File: config.mk
export PLATFORM = sky130hd
export DESIGN_NAME = debug_unit
export DESIGN_NICKNAME = d
export VERILOG_FILES = /design/src/debug_pkg.sv /design/src/uart_rx.sv /design/src/uart_tx.sv /design/src/uart_word_link.sv /design/src/program_loader.sv /design/src/state_dump_sequencer.sv /design/src/debug_unit.sv
export VERILOG_INCLUDE_DIRS = /design/src
export SDC_FILE = /design/constraint.sdc
export NUM_CORES = 1
export LEC_CHECK = 0
export BUFFER_PORTS_ARGS = -buffer_cell sky130_fd_sc_hd__buf_2
export CORE_MARGIN = 1
export CORE_UTILIZATION = 51
export DETAILED_ROUTE_END_ITERATION = 12
export PLACE_DENSITY = 0.74
export SYNTH_ARGS = -nofsm -noshare
export SYNTH_HDL_FRONTEND = slang
export SYNTH_SLANG_ARGS = --single-unit
File: constraint.sdc
create_clock -name clk -period 3.84 [get_ports clk]
set_clock_uncertainty 0.1 [all_clocks]
set_input_delay 0.192 -clock clk [delete_from_list [all_inputs] [get_ports clk]]
set_output_delay 0.192 -clock clk [all_outputs]
set_load 0.02 [all_outputs]
File: src/debug_macros.svh
`ifndef DEBUG_MACROS_SVH
`define DEBUG_MACROS_SVH

// UART timing in clock cycles per bit
`define DBG_CLKS_PER_BIT 8

// Dump lengths
`define DBG_NUM_REGS 32
`define DBG_MEM_DUMP_WORDS 20

// Latch signals per pipeline stage, fetch to write-back
`define DBG_LATCH_STAGE0 2
`define DBG_LATCH_STAGE1 6
`define DBG_LATCH_STAGE2 6
`define DBG_LATCH_STAGE3 4
`define DBG_LATCH_STAGE4 2

`define DBG_HALT_WORD 32'h7FFFFFFE

`endif

File: src/debug_pkg.sv
`default_nettype none

package debug_pkg;

    typedef logic [31:0] word_t;
    typedef logic [7:0]  byte_t;

    // Stage in [6:4], signal index in [3:0]
    typedef logic [6:0]  latch_sel_t;

    typedef enum logic [1:0] {LD_MODE, LD_PROGRAM, LD_DONE} loader_state_t;

    typedef enum logic [2:0] {DS_IDLE, DS_PC, DS_REG, DS_MEM, DS_LATCH,
                              DS_CAPTURE, DS_WAIT_TX, DS_FINISH} dump_state_t;

endpackage

`default_nettype wire

File: src/uart_rx.sv
`timescale 1ns/1ps
`default_nettype none
`include "debug_macros.svh"

module uart_rx (
    input  logic             clk,
    input  logic             rst,
    input  logic             rx,
    output debug_pkg::byte_t rx_byte,
    output logic             rx_byte_valid
);

    logic [1:0]       rx_sync;
    logic             busy;
    logic             sample;
    logic [3:0]       bit_cnt;
    logic [15:0]      clk_cnt;
    debug_pkg::byte_t shift;

    // Start bit checked after half a bit, every later bit after a full one
    assign sample = (bit_cnt == 4'd0) ? (clk_cnt == `DBG_CLKS_PER_BIT / 2 - 1)
                                      : (clk_cnt == `DBG_CLKS_PER_BIT - 1);

    always_ff @(posedge clk or posedge rst)
    begin
        if (rst)
        begin
            rx_sync       <= 2'b11;
            busy          <= 1'b0;
            bit_cnt       <= 4'd0;
            clk_cnt       <= '0;
            rx_byte_valid <= 1'b0;
        end
        else
        begin
            rx_sync       <= {rx_sync[0], rx};
            rx_byte_valid <= 1'b0;
            if (!busy)
            begin
                clk_cnt <= '0;
                bit_cnt <= 4'd0;
                busy    <= !rx_sync[1];
            end
            else if (sample)
            begin
                clk_cnt <= '0;
                bit_cnt <= bit_cnt + 4'd1;
                if (bit_cnt == 4'd0)
                    busy <= !rx_sync[1];  // glitch, not a real start bit
                else if (bit_cnt == 4'd9)
                begin
                    busy          <= 1'b0;
                    rx_byte_valid <= rx_sync[1];
                end
            end
            else
                clk_cnt <= clk_cnt + 16'd1;
        end
    end

    // Data bits arrive LSB first
    always_ff @(posedge clk)
    begin
        if (busy && sample && bit_cnt >= 4'd1 && bit_cnt <= 4'd8)
            shift <= {rx_sync[1], shift[7:1]};
        if (busy && sample && bit_cnt == 4'd9)
            rx_byte <= shift;
    end

    assert property (@(posedge clk) disable iff (rst) rx_byte_valid |=> !rx_byte_valid);

endmodule

`default_nettype wire

File: src/uart_tx.sv
`timescale 1ns/1ps
`default_nettype none
`include "debug_macros.svh"

module uart_tx (
    input  logic             clk,
    input  logic             rst,
    input  logic             tx_start,
    input  debug_pkg::byte_t tx_byte,
    output logic             tx,
    output logic             tx_busy,
    output logic             tx_done
);

    // Stop, data and start bits, shifted out from bit 0
    logic [9:0]  frame;
    logic [3:0]  bit_cnt;
    logic [15:0] clk_cnt;

    assign tx = frame[0];

    always_ff @(posedge clk or posedge rst)
    begin
        if (rst)
        begin
            frame   <= '1;
            tx_busy <= 1'b0;
            tx_done <= 1'b0;
            bit_cnt <= 4'd0;
            clk_cnt <= '0;
        end
        else
        begin
            tx_done <= 1'b0;
            if (!tx_busy)
            begin
                if (tx_start)
                begin
                    frame   <= {1'b1, tx_byte, 1'b0};
                    tx_busy <= 1'b1;
                    bit_cnt <= 4'd0;
                    clk_cnt <= '0;
                end
            end
            else if (clk_cnt == `DBG_CLKS_PER_BIT - 1)
            begin
                clk_cnt <= '0;
                frame   <= {1'b1, frame[9:1]};
                bit_cnt <= bit_cnt + 4'd1;
                // End of the stop bit
                if (bit_cnt == 4'd9)
                begin
                    tx_busy <= 1'b0;
                    tx_done <= 1'b1;
                end
            end
            else
                clk_cnt <= clk_cnt + 16'd1;
        end
    end

    assert property (@(posedge clk) disable iff (rst) tx_start |-> !tx_busy);

endmodule

`default_nettype wire

File: src/uart_word_link.sv
`timescale 1ns/1ps
`default_nettype none

module uart_word_link (
    input  logic             clk,
    input  logic             rst,
    input  logic             rx,
    output logic             tx,
    output debug_pkg::word_t rx_word,
    output logic             rx_word_valid,
    input  debug_pkg::word_t tx_word,
    input  logic             tx_word_start,
    output logic             tx_word_done
);

    debug_pkg::byte_t rx_byte;
    logic             rx_byte_valid;
    logic [1:0]       rx_cnt;
    logic [23:0]      rx_shift;
    debug_pkg::word_t tx_reg;
    logic [1:0]       tx_idx;
    logic             tx_byte_start;
    logic             tx_busy;
    logic             tx_byte_done;

    uart_rx i_uart_rx (
        .clk           (clk),
        .rst           (rst),
        .rx            (rx),
        .rx_byte       (rx_byte),
        .rx_byte_valid (rx_byte_valid)
    );

    uart_tx i_uart_tx (
        .clk      (clk),
        .rst      (rst),
        .tx_start (tx_byte_start),
        .tx_byte  (tx_reg[7:0]),
        .tx       (tx),
        .tx_busy  (tx_busy),
        .tx_done  (tx_byte_done)
    );

    ////////////////////////////////////////////////////////////////////////////
    // Receive side, bytes come LSB first

    assign rx_word_valid = rx_byte_valid && (rx_cnt == 2'd3);
    assign rx_word       = {rx_byte, rx_shift};

    always_ff @(posedge clk or posedge rst)
    begin
        if (rst)
            rx_cnt <= 2'd0;
        else if (rx_byte_valid)
            rx_cnt <= rx_cnt + 2'd1;
    end

    always_ff @(posedge clk)
    begin
        if (rx_byte_valid)
            rx_shift <= {rx_byte, rx_shift[23:8]};
    end

    ////////////////////////////////////////////////////////////////////////////
    // Transmit side, next byte starts on the previous byte's done pulse

    assign tx_word_done = tx_byte_done && (tx_idx == 2'd3);

    always_ff @(posedge clk or posedge rst)
    begin
        if (rst)
        begin
            tx_idx        <= 2'd0;
            tx_byte_start <= 1'b0;
        end
        else
        begin
            tx_byte_start <= 1'b0;
            if (tx_word_start)
            begin
                tx_idx        <= 2'd0;
                tx_byte_start <= 1'b1;
            end
            else if (tx_byte_done && tx_idx != 2'd3)
            begin
                tx_idx        <= tx_idx + 2'd1;
                tx_byte_start <= 1'b1;
            end
        end
    end

    always_ff @(posedge clk)
    begin
        if (tx_word_start)
            tx_reg <= tx_word;
        else if (tx_byte_done)
            tx_reg <= {8'h00, tx_reg[31:8]};
    end

    // The sequencer never starts a word while a byte is queued or on the line
    assert property (@(posedge clk) disable iff (rst)
        tx_word_start |-> !tx_busy && !tx_byte_start);

endmodule

`default_nettype wire

File: src/program_loader.sv
`timescale 1ns/1ps
`default_nettype none
`include "debug_macros.svh"

module program_loader (
    input  logic             clk,
    input  logic             rst,
    input  debug_pkg::word_t rx_word,
    input  logic             rx_word_valid,
    output logic             prog_write,
    output debug_pkg::word_t prog_address,
    output debug_pkg::word_t prog_instruction,
    output logic             loading,
    output logic             step_mode,
    output logic             load_done,
    output debug_pkg::word_t last_address
);

    debug_pkg::loader_state_t state;

    assign load_done = (state == debug_pkg::LD_DONE);

    always_ff @(posedge clk or posedge rst)
    begin
        if (rst)
        begin
            state        <= debug_pkg::LD_MODE;
            prog_write   <= 1'b0;
            loading      <= 1'b0;
            step_mode    <= 1'b0;
            last_address <= '0;
        end
        else
        begin
            prog_write <= 1'b0;
            case (state)
                debug_pkg::LD_MODE:
                begin
                    loading <= 1'b1;
                    if (rx_word_valid)
                    begin
                        step_mode <= rx_word[0];
                        state     <= debug_pkg::LD_PROGRAM;
                    end
                end
                debug_pkg::LD_PROGRAM:
                begin
                    if (rx_word_valid && rx_word == `DBG_HALT_WORD)
                    begin
                        loading <= 1'b0;
                        state   <= debug_pkg::LD_DONE;
                    end
                    else if (rx_word_valid)
                    begin
                        prog_write   <= 1'b1;
                        last_address <= last_address + 32'd1;
                    end
                end
                default:
                    loading <= 1'b0;
            endcase
        end
    end

    // Write data, qualified by prog_write
    always_ff @(posedge clk)
    begin
        if (state == debug_pkg::LD_PROGRAM && rx_word_valid)
        begin
            prog_address     <= last_address;
            prog_instruction <= rx_word;
        end
    end

endmodule

`default_nettype wire

File: src/state_dump_sequencer.sv
`timescale 1ns/1ps
`default_nettype none
`include "debug_macros.svh"

module state_dump_sequencer (
    input  logic                  clk,
    input  logic                  rst,
    input  logic                  step_mode,
    input  logic                  load_done,
    input  debug_pkg::word_t      last_address,
    input  logic                  rx_word_valid,
    input  debug_pkg::word_t      pc,
    input  debug_pkg::word_t      reg_data,
    input  debug_pkg::word_t      mem_data,
    input  debug_pkg::word_t      latch_data,
    output debug_pkg::word_t      debug_address,
    output debug_pkg::latch_sel_t latch_select,
    output debug_pkg::word_t      tx_word,
    output logic                  tx_word_start,
    input  logic                  tx_word_done,
    output logic                  debug_active,
    output logic                  pc_stall
);

    debug_pkg::dump_state_t state;
    debug_pkg::dump_state_t item;
    logic [2:0]             stage;
    logic [3:0]             sig;

    function automatic logic [3:0] group_size(input logic [2:0] stg);
        case (stg)
            3'd0:    group_size = 4'(`DBG_LATCH_STAGE0);
            3'd1:    group_size = 4'(`DBG_LATCH_STAGE1);
            3'd2:    group_size = 4'(`DBG_LATCH_STAGE2);
            3'd3:    group_size = 4'(`DBG_LATCH_STAGE3);
            default: group_size = 4'(`DBG_LATCH_STAGE4);
        endcase
    endfunction

    assign latch_select = {stage, sig};

    always_ff @(posedge clk or posedge rst)
    begin
        if (rst)
        begin
            state         <= debug_pkg::DS_IDLE;
            item          <= debug_pkg::DS_IDLE;
            stage         <= 3'd0;
            sig           <= 4'd0;
            debug_address <= '0;
            tx_word_start <= 1'b0;
            debug_active  <= 1'b0;
            pc_stall      <= 1'b0;
        end
        else
        begin
            tx_word_start <= 1'b0;
            case (state)
                debug_pkg::DS_IDLE:
                begin
                    if (load_done)
                    begin
                        pc_stall <= step_mode;
                        // Run mode fires once PC passes the last loaded instruction
                        if (step_mode ? rx_word_valid : (pc == {last_address[29:0], 2'b00}))
                        begin
                            state         <= debug_pkg::DS_PC;
                            debug_active  <= 1'b1;
                            pc_stall      <= 1'b1;
                            debug_address <= '0;
                            stage         <= 3'd0;
                            sig           <= 4'd0;
                        end
                    end
                end
                // Address or selector is on the bus during this cycle
                debug_pkg::DS_PC, debug_pkg::DS_REG, debug_pkg::DS_MEM, debug_pkg::DS_LATCH:
                begin
                    item  <= state;
                    state <= debug_pkg::DS_CAPTURE;
                end
                debug_pkg::DS_CAPTURE:
                begin
                    tx_word_start <= 1'b1;
                    state         <= debug_pkg::DS_WAIT_TX;
                end
                debug_pkg::DS_WAIT_TX:
                begin
                    if (tx_word_done)
                    begin
                        case (item)
                            debug_pkg::DS_PC:
                                state <= debug_pkg::DS_REG;
                            debug_pkg::DS_REG:
                            begin
                                if (debug_address == `DBG_NUM_REGS - 1)
                                begin
                                    debug_address <= '0;
                                    state         <= debug_pkg::DS_MEM;
                                end
                                else
                                begin
                                    debug_address <= debug_address + 32'd1;
                                    state         <= debug_pkg::DS_REG;
                                end
                            end
                            debug_pkg::DS_MEM:
                            begin
                                if (debug_address == `DBG_MEM_DUMP_WORDS - 1)
                                begin
                                    debug_address <= '0;
                                    state         <= debug_pkg::DS_LATCH;
                                end
                                else
                                begin
                                    debug_address <= debug_address + 32'd1;
                                    state         <= debug_pkg::DS_MEM;
                                end
                            end
                            default:
                            begin
                                // Walk the latch groups stage by stage
                                if (sig != group_size(stage) - 4'd1)
                                begin
                                    sig   <= sig + 4'd1;
                                    state <= debug_pkg::DS_LATCH;
                                end
                                else if (stage != 3'd4)
                                begin
                                    sig   <= 4'd0;
                                    stage <= stage + 3'd1;
                                    state <= debug_pkg::DS_LATCH;
                                end
                                else
                                begin
                                    sig   <= 4'd0;
                                    stage <= 3'd0;
                                    state <= debug_pkg::DS_FINISH;
                                end
                            end
                        endcase
                    end
                end
                default:
                begin
                    debug_active <= 1'b0;
                    // Step mode releases the PC for one cycle, run mode stays here
                    if (step_mode)
                    begin
                        pc_stall <= 1'b0;
                        state    <= debug_pkg::DS_IDLE;
                    end
                end
            endcase
        end
    end

    always_ff @(posedge clk)
    begin
        if (state == debug_pkg::DS_CAPTURE)
        begin
            case (item)
                debug_pkg::DS_PC:  tx_word <= pc;
                debug_pkg::DS_REG: tx_word <= reg_data;
                debug_pkg::DS_MEM: tx_word <= mem_data;
                default:           tx_word <= latch_data;
            endcase
        end
    end

    assert property (@(posedge clk) disable iff (rst)
        state == debug_pkg::DS_REG |-> debug_address < `DBG_NUM_REGS);

endmodule

`default_nettype wire

File: src/debug_unit.sv
`timescale 1ns/1ps
`default_nettype none

module debug_unit (
    input  logic                  clk,
    input  logic                  rst,
    input  logic                  rx,
    output logic                  tx,
    input  debug_pkg::word_t      pc,
    input  debug_pkg::word_t      reg_data,
    input  debug_pkg::word_t      mem_data,
    input  debug_pkg::word_t      latch_data,
    output debug_pkg::word_t      debug_address,
    output debug_pkg::latch_sel_t latch_select,
    output logic                  prog_write,
    output debug_pkg::word_t      prog_address,
    output debug_pkg::word_t      prog_instruction,
    output logic                  loading,
    output logic                  debug_active,
    output logic                  step_mode_led,
    output logic                  pc_stall
);

    debug_pkg::word_t rx_word;
    logic             rx_word_valid;
    debug_pkg::word_t tx_word;
    logic             tx_word_start;
    logic             tx_word_done;
    logic             load_done;
    debug_pkg::word_t last_address;

    uart_word_link i_uart_word_link (
        .clk           (clk),
        .rst           (rst),
        .rx            (rx),
        .tx            (tx),
        .rx_word       (rx_word),
        .rx_word_valid (rx_word_valid),
        .tx_word       (tx_word),
        .tx_word_start (tx_word_start),
        .tx_word_done  (tx_word_done)
    );

    program_loader i_program_loader (
        .clk              (clk),
        .rst              (rst),
        .rx_word          (rx_word),
        .rx_word_valid    (rx_word_valid),
        .prog_write       (prog_write),
        .prog_address     (prog_address),
        .prog_instruction (prog_instruction),
        .loading          (loading),
        .step_mode        (step_mode_led),
        .load_done        (load_done),
        .last_address     (last_address)
    );

    state_dump_sequencer i_state_dump_sequencer (
        .clk           (clk),
        .rst           (rst),
        .step_mode     (step_mode_led),
        .load_done     (load_done),
        .last_address  (last_address),
        .rx_word_valid (rx_word_valid),
        .pc            (pc),
        .reg_data      (reg_data),
        .mem_data      (mem_data),
        .latch_data    (latch_data),
        .debug_address (debug_address),
        .latch_select  (latch_select),
        .tx_word       (tx_word),
        .tx_word_start (tx_word_start),
        .tx_word_done  (tx_word_done),
        .debug_active  (debug_active),
        .pc_stall      (pc_stall)
    );

endmodule

`default_nettype wire

# ---- Yosys cells after proc, flatten, opt, wreduce, memory -nomap -nowiden
# Index checks and enable logic that the tools add are counted.
dict set report totals {
  in_bits 131
  wordCells 207
  out_inout_bits 109
  ff_bits 314
}
dict set report op_classes {
  mux 87
  add_sub_neg 11
  n_reduce_logical 34
  bitwise_logic 2
  n_lt_le_gt_ge 2
  eq_ne 38
}
# cell count
set op_table {}
lappend op_table {{$mux W32} 7}
lappend op_table {{$pmux W32 S2} 2}
lappend op_table {{$pmux W32 S3} 1}
lappend op_table {{$mux W16} 5}
lappend op_table {{$add A32 B1 Y32 const B} 2}
lappend op_table {{$eq A32 B5 Y1 const B} 2}
lappend op_table {{$mux W4} 13}
lappend op_table {{$mux W3} 12}
lappend op_table {{$add A16 B1 Y16 const B} 2}
lappend op_table {{$eq A16 B3 Y1 const B} 2}
lappend op_table {{$eq A32 B31 Y1 const B} 1}
lappend op_table {{$eq A32 B32 Y1} 1}
lappend op_table {{$mux W1} 30}
lappend op_table {{$mux W10} 3}
lappend op_table {{$eq A3 B2 Y1 const B} 6}
lappend op_table {{$eq A16 B2 Y1 const B} 1}
lappend op_table {{$add A4 B1 Y4 const B} 3}
lappend op_table {{$ne A2 B1 Y1 const B} 6}
lappend op_table {{$pmux W3 S2} 2}
lappend op_table {{$pmux W3 S4} 1}
lappend op_table {{$reduce_and A3 Y1} 4}
lappend op_table {{$reduce_bool A2 Y1} 6}
lappend op_table {{$mux W2} 5}
lappend op_table {{$reduce_and A5 Y1} 2}
lappend op_table {{32 further kinds} 55}

# ---- Longest topological paths before layout
dict set report depth {
  depth_word 12
  mapped_depth 8
  depth_no_buf 8
}

# ---- By module
# Synthesis repeated with hierarchy kept, for this count alone.
dict set report unflattened {
  hier_cells 1209
  hier_area_um2 14796.7
}
# mod instances seq_area_each_um2 cells_each area_per_inst_um2
set by_module_without_submodules {}
lappend by_module_without_submodules {state_dump_sequencer 1 2162.1 576 5375.2}
lappend by_module_without_submodules {program_loader 1 2847.7 216 3677.3}
lappend by_module_without_submodules {uart_word_link 1 1806.7 113 2317.2}
lappend by_module_without_submodules {uart_rx 1 1083.5 145 1732.9}
lappend by_module_without_submodules {uart_tx 1 787.0 159 1694.1}

# ---- Worst setup path before layout
# No wires, ideal clock.
dict set report synth_path {
  kind {flip-flop to flip-flop}
  from {register i_uart_word_link.i_uart_rx.rx_byte_valid}
  to {register i_program_loader.prog_address[0] (enable)}
  path_stages_with_launch 4
  arrival_ns 2.578
  path_buffers 0
  path_slack_ns 0.743
  period_less_slack_ns 3.097
  setup_time_ns 0.418
  t_required_ns 3.322
  cell_sequence {dfrtp_1 and3b_2 nand2_4 inv_1}
}
dict set report synth_via {
  elab_chain_len 2
}
# item line_no
set synth_rtl {}
lappend synth_rtl {{start, declared} uart_rx.sv:10} ;# output logic rx_byte_valid
lappend synth_rtl {{start signal, assigned} uart_rx.sv:53} ;# rx_byte_valid <= rx_sync[1];
lappend synth_rtl {{$logic_and A1 B1 Y1} uart_word_link.sv:47} ;# assign rx_word_valid = rx_byte_valid && (rx_cnt == 2'd3);
lappend synth_rtl {{$logic_and A1 B1 Y1} program_loader.sv:68} ;# if (state == debug_pkg::LD_PROGRAM && rx_word_valid)
lappend synth_rtl {{end signal, assigned} program_loader.sv:70} ;# prog_address <= last_address;
lappend synth_rtl {{end, declared} program_loader.sv:11} ;# output debug_pkg::word_t prog_address,
# No other way between the ends.
# A chain may end at the register's enable or synchronous reset.

# ---- Worst setup path in the final report
dict set report layout_path {
  from {register i_state_dump_sequencer.item[1]}
  to {register i_state_dump_sequencer.tx_word[16], data pin}
}
dict set report layout_via {
  elab_chain_len 2
  elab_cells_between_ends 4
  cone_classes {3 x eq/ne; 1 x mux}
}
# item line_no
set layout_rtl {}
lappend layout_rtl {{start, declared} state_dump_sequencer.sv:26} ;# debug_pkg::dump_state_t item;
lappend layout_rtl {{start signal, assigned} state_dump_sequencer.sv:47} ;# item <= debug_pkg::DS_IDLE;
lappend layout_rtl {{start signal, assigned} state_dump_sequencer.sv:79} ;# item <= state;
lappend layout_rtl {{$eq A3 B2 Y1 or $eq A3 B1 Y1 (tied branches)} state_dump_sequencer.sv:162} ;# case (item)
lappend layout_rtl {{$pmux W32 S3 *} state_dump_sequencer.sv:162}
lappend layout_rtl {{end signal, assigned} state_dump_sequencer.sv:163} ;# debug_pkg::DS_PC: tx_word <= pc;
lappend layout_rtl {{end signal, assigned} state_dump_sequencer.sv:164} ;# debug_pkg::DS_REG: tx_word <= reg_data;
lappend layout_rtl {{end signal, assigned} state_dump_sequencer.sv:165} ;# debug_pkg::DS_MEM: tx_word <= mem_data;
lappend layout_rtl {{end, declared} state_dump_sequencer.sv:18} ;# output debug_pkg::word_t tx_word,
# Mark *: on every way between the ends. The rest lies on a longest branch, timed or not.

==> impl_results.md <==
* Outcome: completed
* Layout Cells excl Fill at 1,889
* Reg2Reg Depth at 5
* Initial antenna violation count at 1
* Syn Area/Cell at 12.3 sq um
* Finished Core Util at 63.8%
* Synthesized area at 14,700 sq um
* Vias at 10,900
* I/O pins at 240
* Worst Path Required at 4.00 ns
* Most used DFF post-synth: edfxtp_1
* Tmin final at 2.92 ns
* Worst slew margin at 25.6%
* Clk buf depth at 3
* HP Class: input pin to flip-flop
* Critical path cell sequence: buf_4 -> mux2_2 -> a22oi_1 -> o21ai_0 -> dlygate4sd3_1
* Antenna viol nets, final at 0
* EDFF count, synth at 168
* Vias per cell at 5.77
* Gr ovfl total at 0
* Total iterations of the first detailed-routing run at 5
* First-pass GRT wire length at 57.3 mm
* CTS sink count at 313
* Die height at 172 microns
* Largest delay share family, worst path: buffers and inverters
* Core Rows at 61
* Buf/Inv on CP at 2
* Largest net degree at the start of global routing at 146
* Iteration-0 DRC Markers at 1,178
* Total GRT Usage at 25.9%
* Netlist cell types at 76
* I/O Buffers at 239
* Max FO, Critical Path at 41
* Max_cap viols at 0
* Filler cells at 2,182
* Area leader, netlist: edfxtp_1
* # placed instances at 1,775
* Final setup fails at 0
* Synth top cells by count: 168 x edfxtp_1, 134 x dfrtp_1, 75 x nand2_1
* Async SR Flop Fraction at 46.3%
* Fin nets at 1,634
* Seq cells post-synth at 313
* GP Congestion at 0.905
* Gate Count Post-Synth at 1,197
* Sum of negative setup slack at 0 ns
* Initial Utilization at 52.4%
* Vias in the first global route at 10,400
* RSZ-0062 raised after global routing: no
* Critical path endpoint: i_state_dump_sequencer.tx_word[16]$_DFFE_PP_
* Worst path depth at 5
* CP Class: flip-flop to flip-flop
* HP Start: latch_data[9]
* Clock Latency Late Sink at 0.51 ns
* Top cells by area, synth: edfxtp_1 34%, dfrtp_1 23%, mux2_2 4.5%, xnor2_1 4.1%, o21ai_0 2.3%
* Share of cells above drive strength 1 at 26.8%
* Fin. Hold Viols at 0
* Top-count cell post-synth: edfxtp_1
* Pins Over Slew Limit at 0
* Htree depth at 2
* Final wirelength at 37.8 mm
* Power Density at 416 nW/um^2
* Crit share post-route at 76.2%
* Die width at 172 microns
* Worst-case vdd ir drop at 254 uV
* Max Clk Rate at 0.342 GHz
* Synth warn at 0
* FF-to-FF End: i_state_dump_sequencer.tx_word[16]$_DFFE_PP_
* Routed WL per cell at 20.0 microns
* DP HPWL at 26.2 mm
* Critical Path Start Type: flip-flop
* CTS root buf: clkbuf_16
* Setup bufs post-CTS at 0
* P&R area growth vs syn at 21.8%
* TritonCTS clock tree: done
* CP endpoint kind: flip-flop
* Slowest cell delay on critical path at 0.70 ns
* Sequential fraction of the synthesis area at 59.2%
* Arr. time, crit path at 3.08 ns
* Worst flop-to-flop path startpoint: i_state_dump_sequencer.item[1]$_DFFE_PP0P_
* Slowest-stage cell, CP: dfrtp_2
* Die area at 29,400 sq um
* Crit path from: i_state_dump_sequencer.item[1]$_DFFE_PP0P_
* Reg clk slew, reported paths at 0.06 ns
* CTS Buf Count at 34
* Mapped Nets at 1,346
* Pleak at 7.00 nW
* Core area at 28,000 sq um
* Register-to-register setup slack at 0.92 ns
* Share of the synthesized area in the top cell type at 34.4%
* # DRC at 0
* Slew @ Worst Pin at 1.11 ns
worst min-delay path: stages:
cell and delay (ns):
buf_2 0.09, a22oi_1 0.07, o21ai_0 0.12
power breakdown:
group,internal (mW),switching (mW)
registers,3.60,0.0639
logic,0.226,0.274
clock network,1.98,1.29
metrics by stage:
stage               power (mW)  hold slack (ns)  worst slack (ns)  cell area (sq um)
finish                    7.43          0.00566             0.916              17900
CTS                       7.48          0.00203             0.921              17900
global placement          4.17            0.205              1.04              16200
detailed placement        4.18            0.200             0.952              16200
floorplan                 3.98           0.0965             0.743              14700
global route              7.67           0.0108             0.716              17900
layout make-up:
cell class / instances / area [sq um] / area share, %
clock buffer: 51 / 987 / 5.53
inverter: 26 / 101 / 0.567
tap: 378 / 473 / 2.65
clock inverter: 10 / 130 / 0.728
multi-input combinational: 805 / 5650 / 31.6
timing repair buffer: 305 / 1830 / 10.3
sequential: 313 / 8690 / 48.6
antenna: 1 / 2.50 / 0.0140
timing repair:
action,CTS,global route
gates resized for setup,0,0
endpoints found under the hold margin,165,0
hold buffers,52,0
worst min-delay path by stage:
stage / endpoint / depth (start not counted)
after floorplan: i_uart_word_link.i_uart_rx.rx_sync[0]$_DFF_PP1_ / 0
after global placement: i_uart_word_link.i_uart_rx.rx_sync[0]$_DFF_PP1_ / 1
after detailed placement: i_uart_word_link.i_uart_rx.rx_sync[0]$_DFF_PP1_ / 1
after CTS: i_state_dump_sequencer.tx_word[9]$_DFFE_PP_ / 3
after global routing: i_state_dump_sequencer.tx_word[9]$_DFFE_PP_ / 3
final: i_state_dump_sequencer.tx_word[9]$_DFFE_PP_ / 3
metal layers:
| layer | vias up | track usage (%) | wire length (microns) |
|---|---|---|---|
| met5 | - | 0 | 0 |
| li1 | 5056 | - | - |
| met4 | 0 | 7.26 | 884 |
| met1 | 5329 | 36.7 | 16600 |
| met3 | 59 | 3.96 | 2690 |
| met2 | 456 | 41.3 | 17600 |
cell usage in the layout, fill, tap and decap left out, types with 32 or more instances in the layout:
cell / Yosys / routed
a21oi_1: 48 / 48
a22oi_1: 32 / 32
buf_2: 7 / 239
clkbuf_16: 0 / 36
dfrtp_1: 134 / 133
dlygate4sd3_1: 0 / 52
edfxtp_1: 168 / 168
mux2_2: 59 / 59
nand2_1: 75 / 75
nand3_1: 44 / 44
nand4_1: 34 / 34
nor2_1: 55 / 54
nor2b_1: 40 / 39
o21ai_0: 67 / 67
xnor2_1: 68 / 68
cell families (layout without fill, tap and decap cells):
group | Yosys count | in the layout | share of synthesized area (%)
simple gates | 379 | 379 | 14.8
mux | 77 | 77 | 5.78
other cells | 0 | 1 | 0
fa+ha+maj | 18 | 18 | 1.54
buf+inv | 79 | 392 | 2.29
compound gates | 244 | 244 | 11.1
xor+xnor | 87 | 87 | 5.25
flops | 313 | 313 | 59.2
Power figures use the tool's default switching activity.
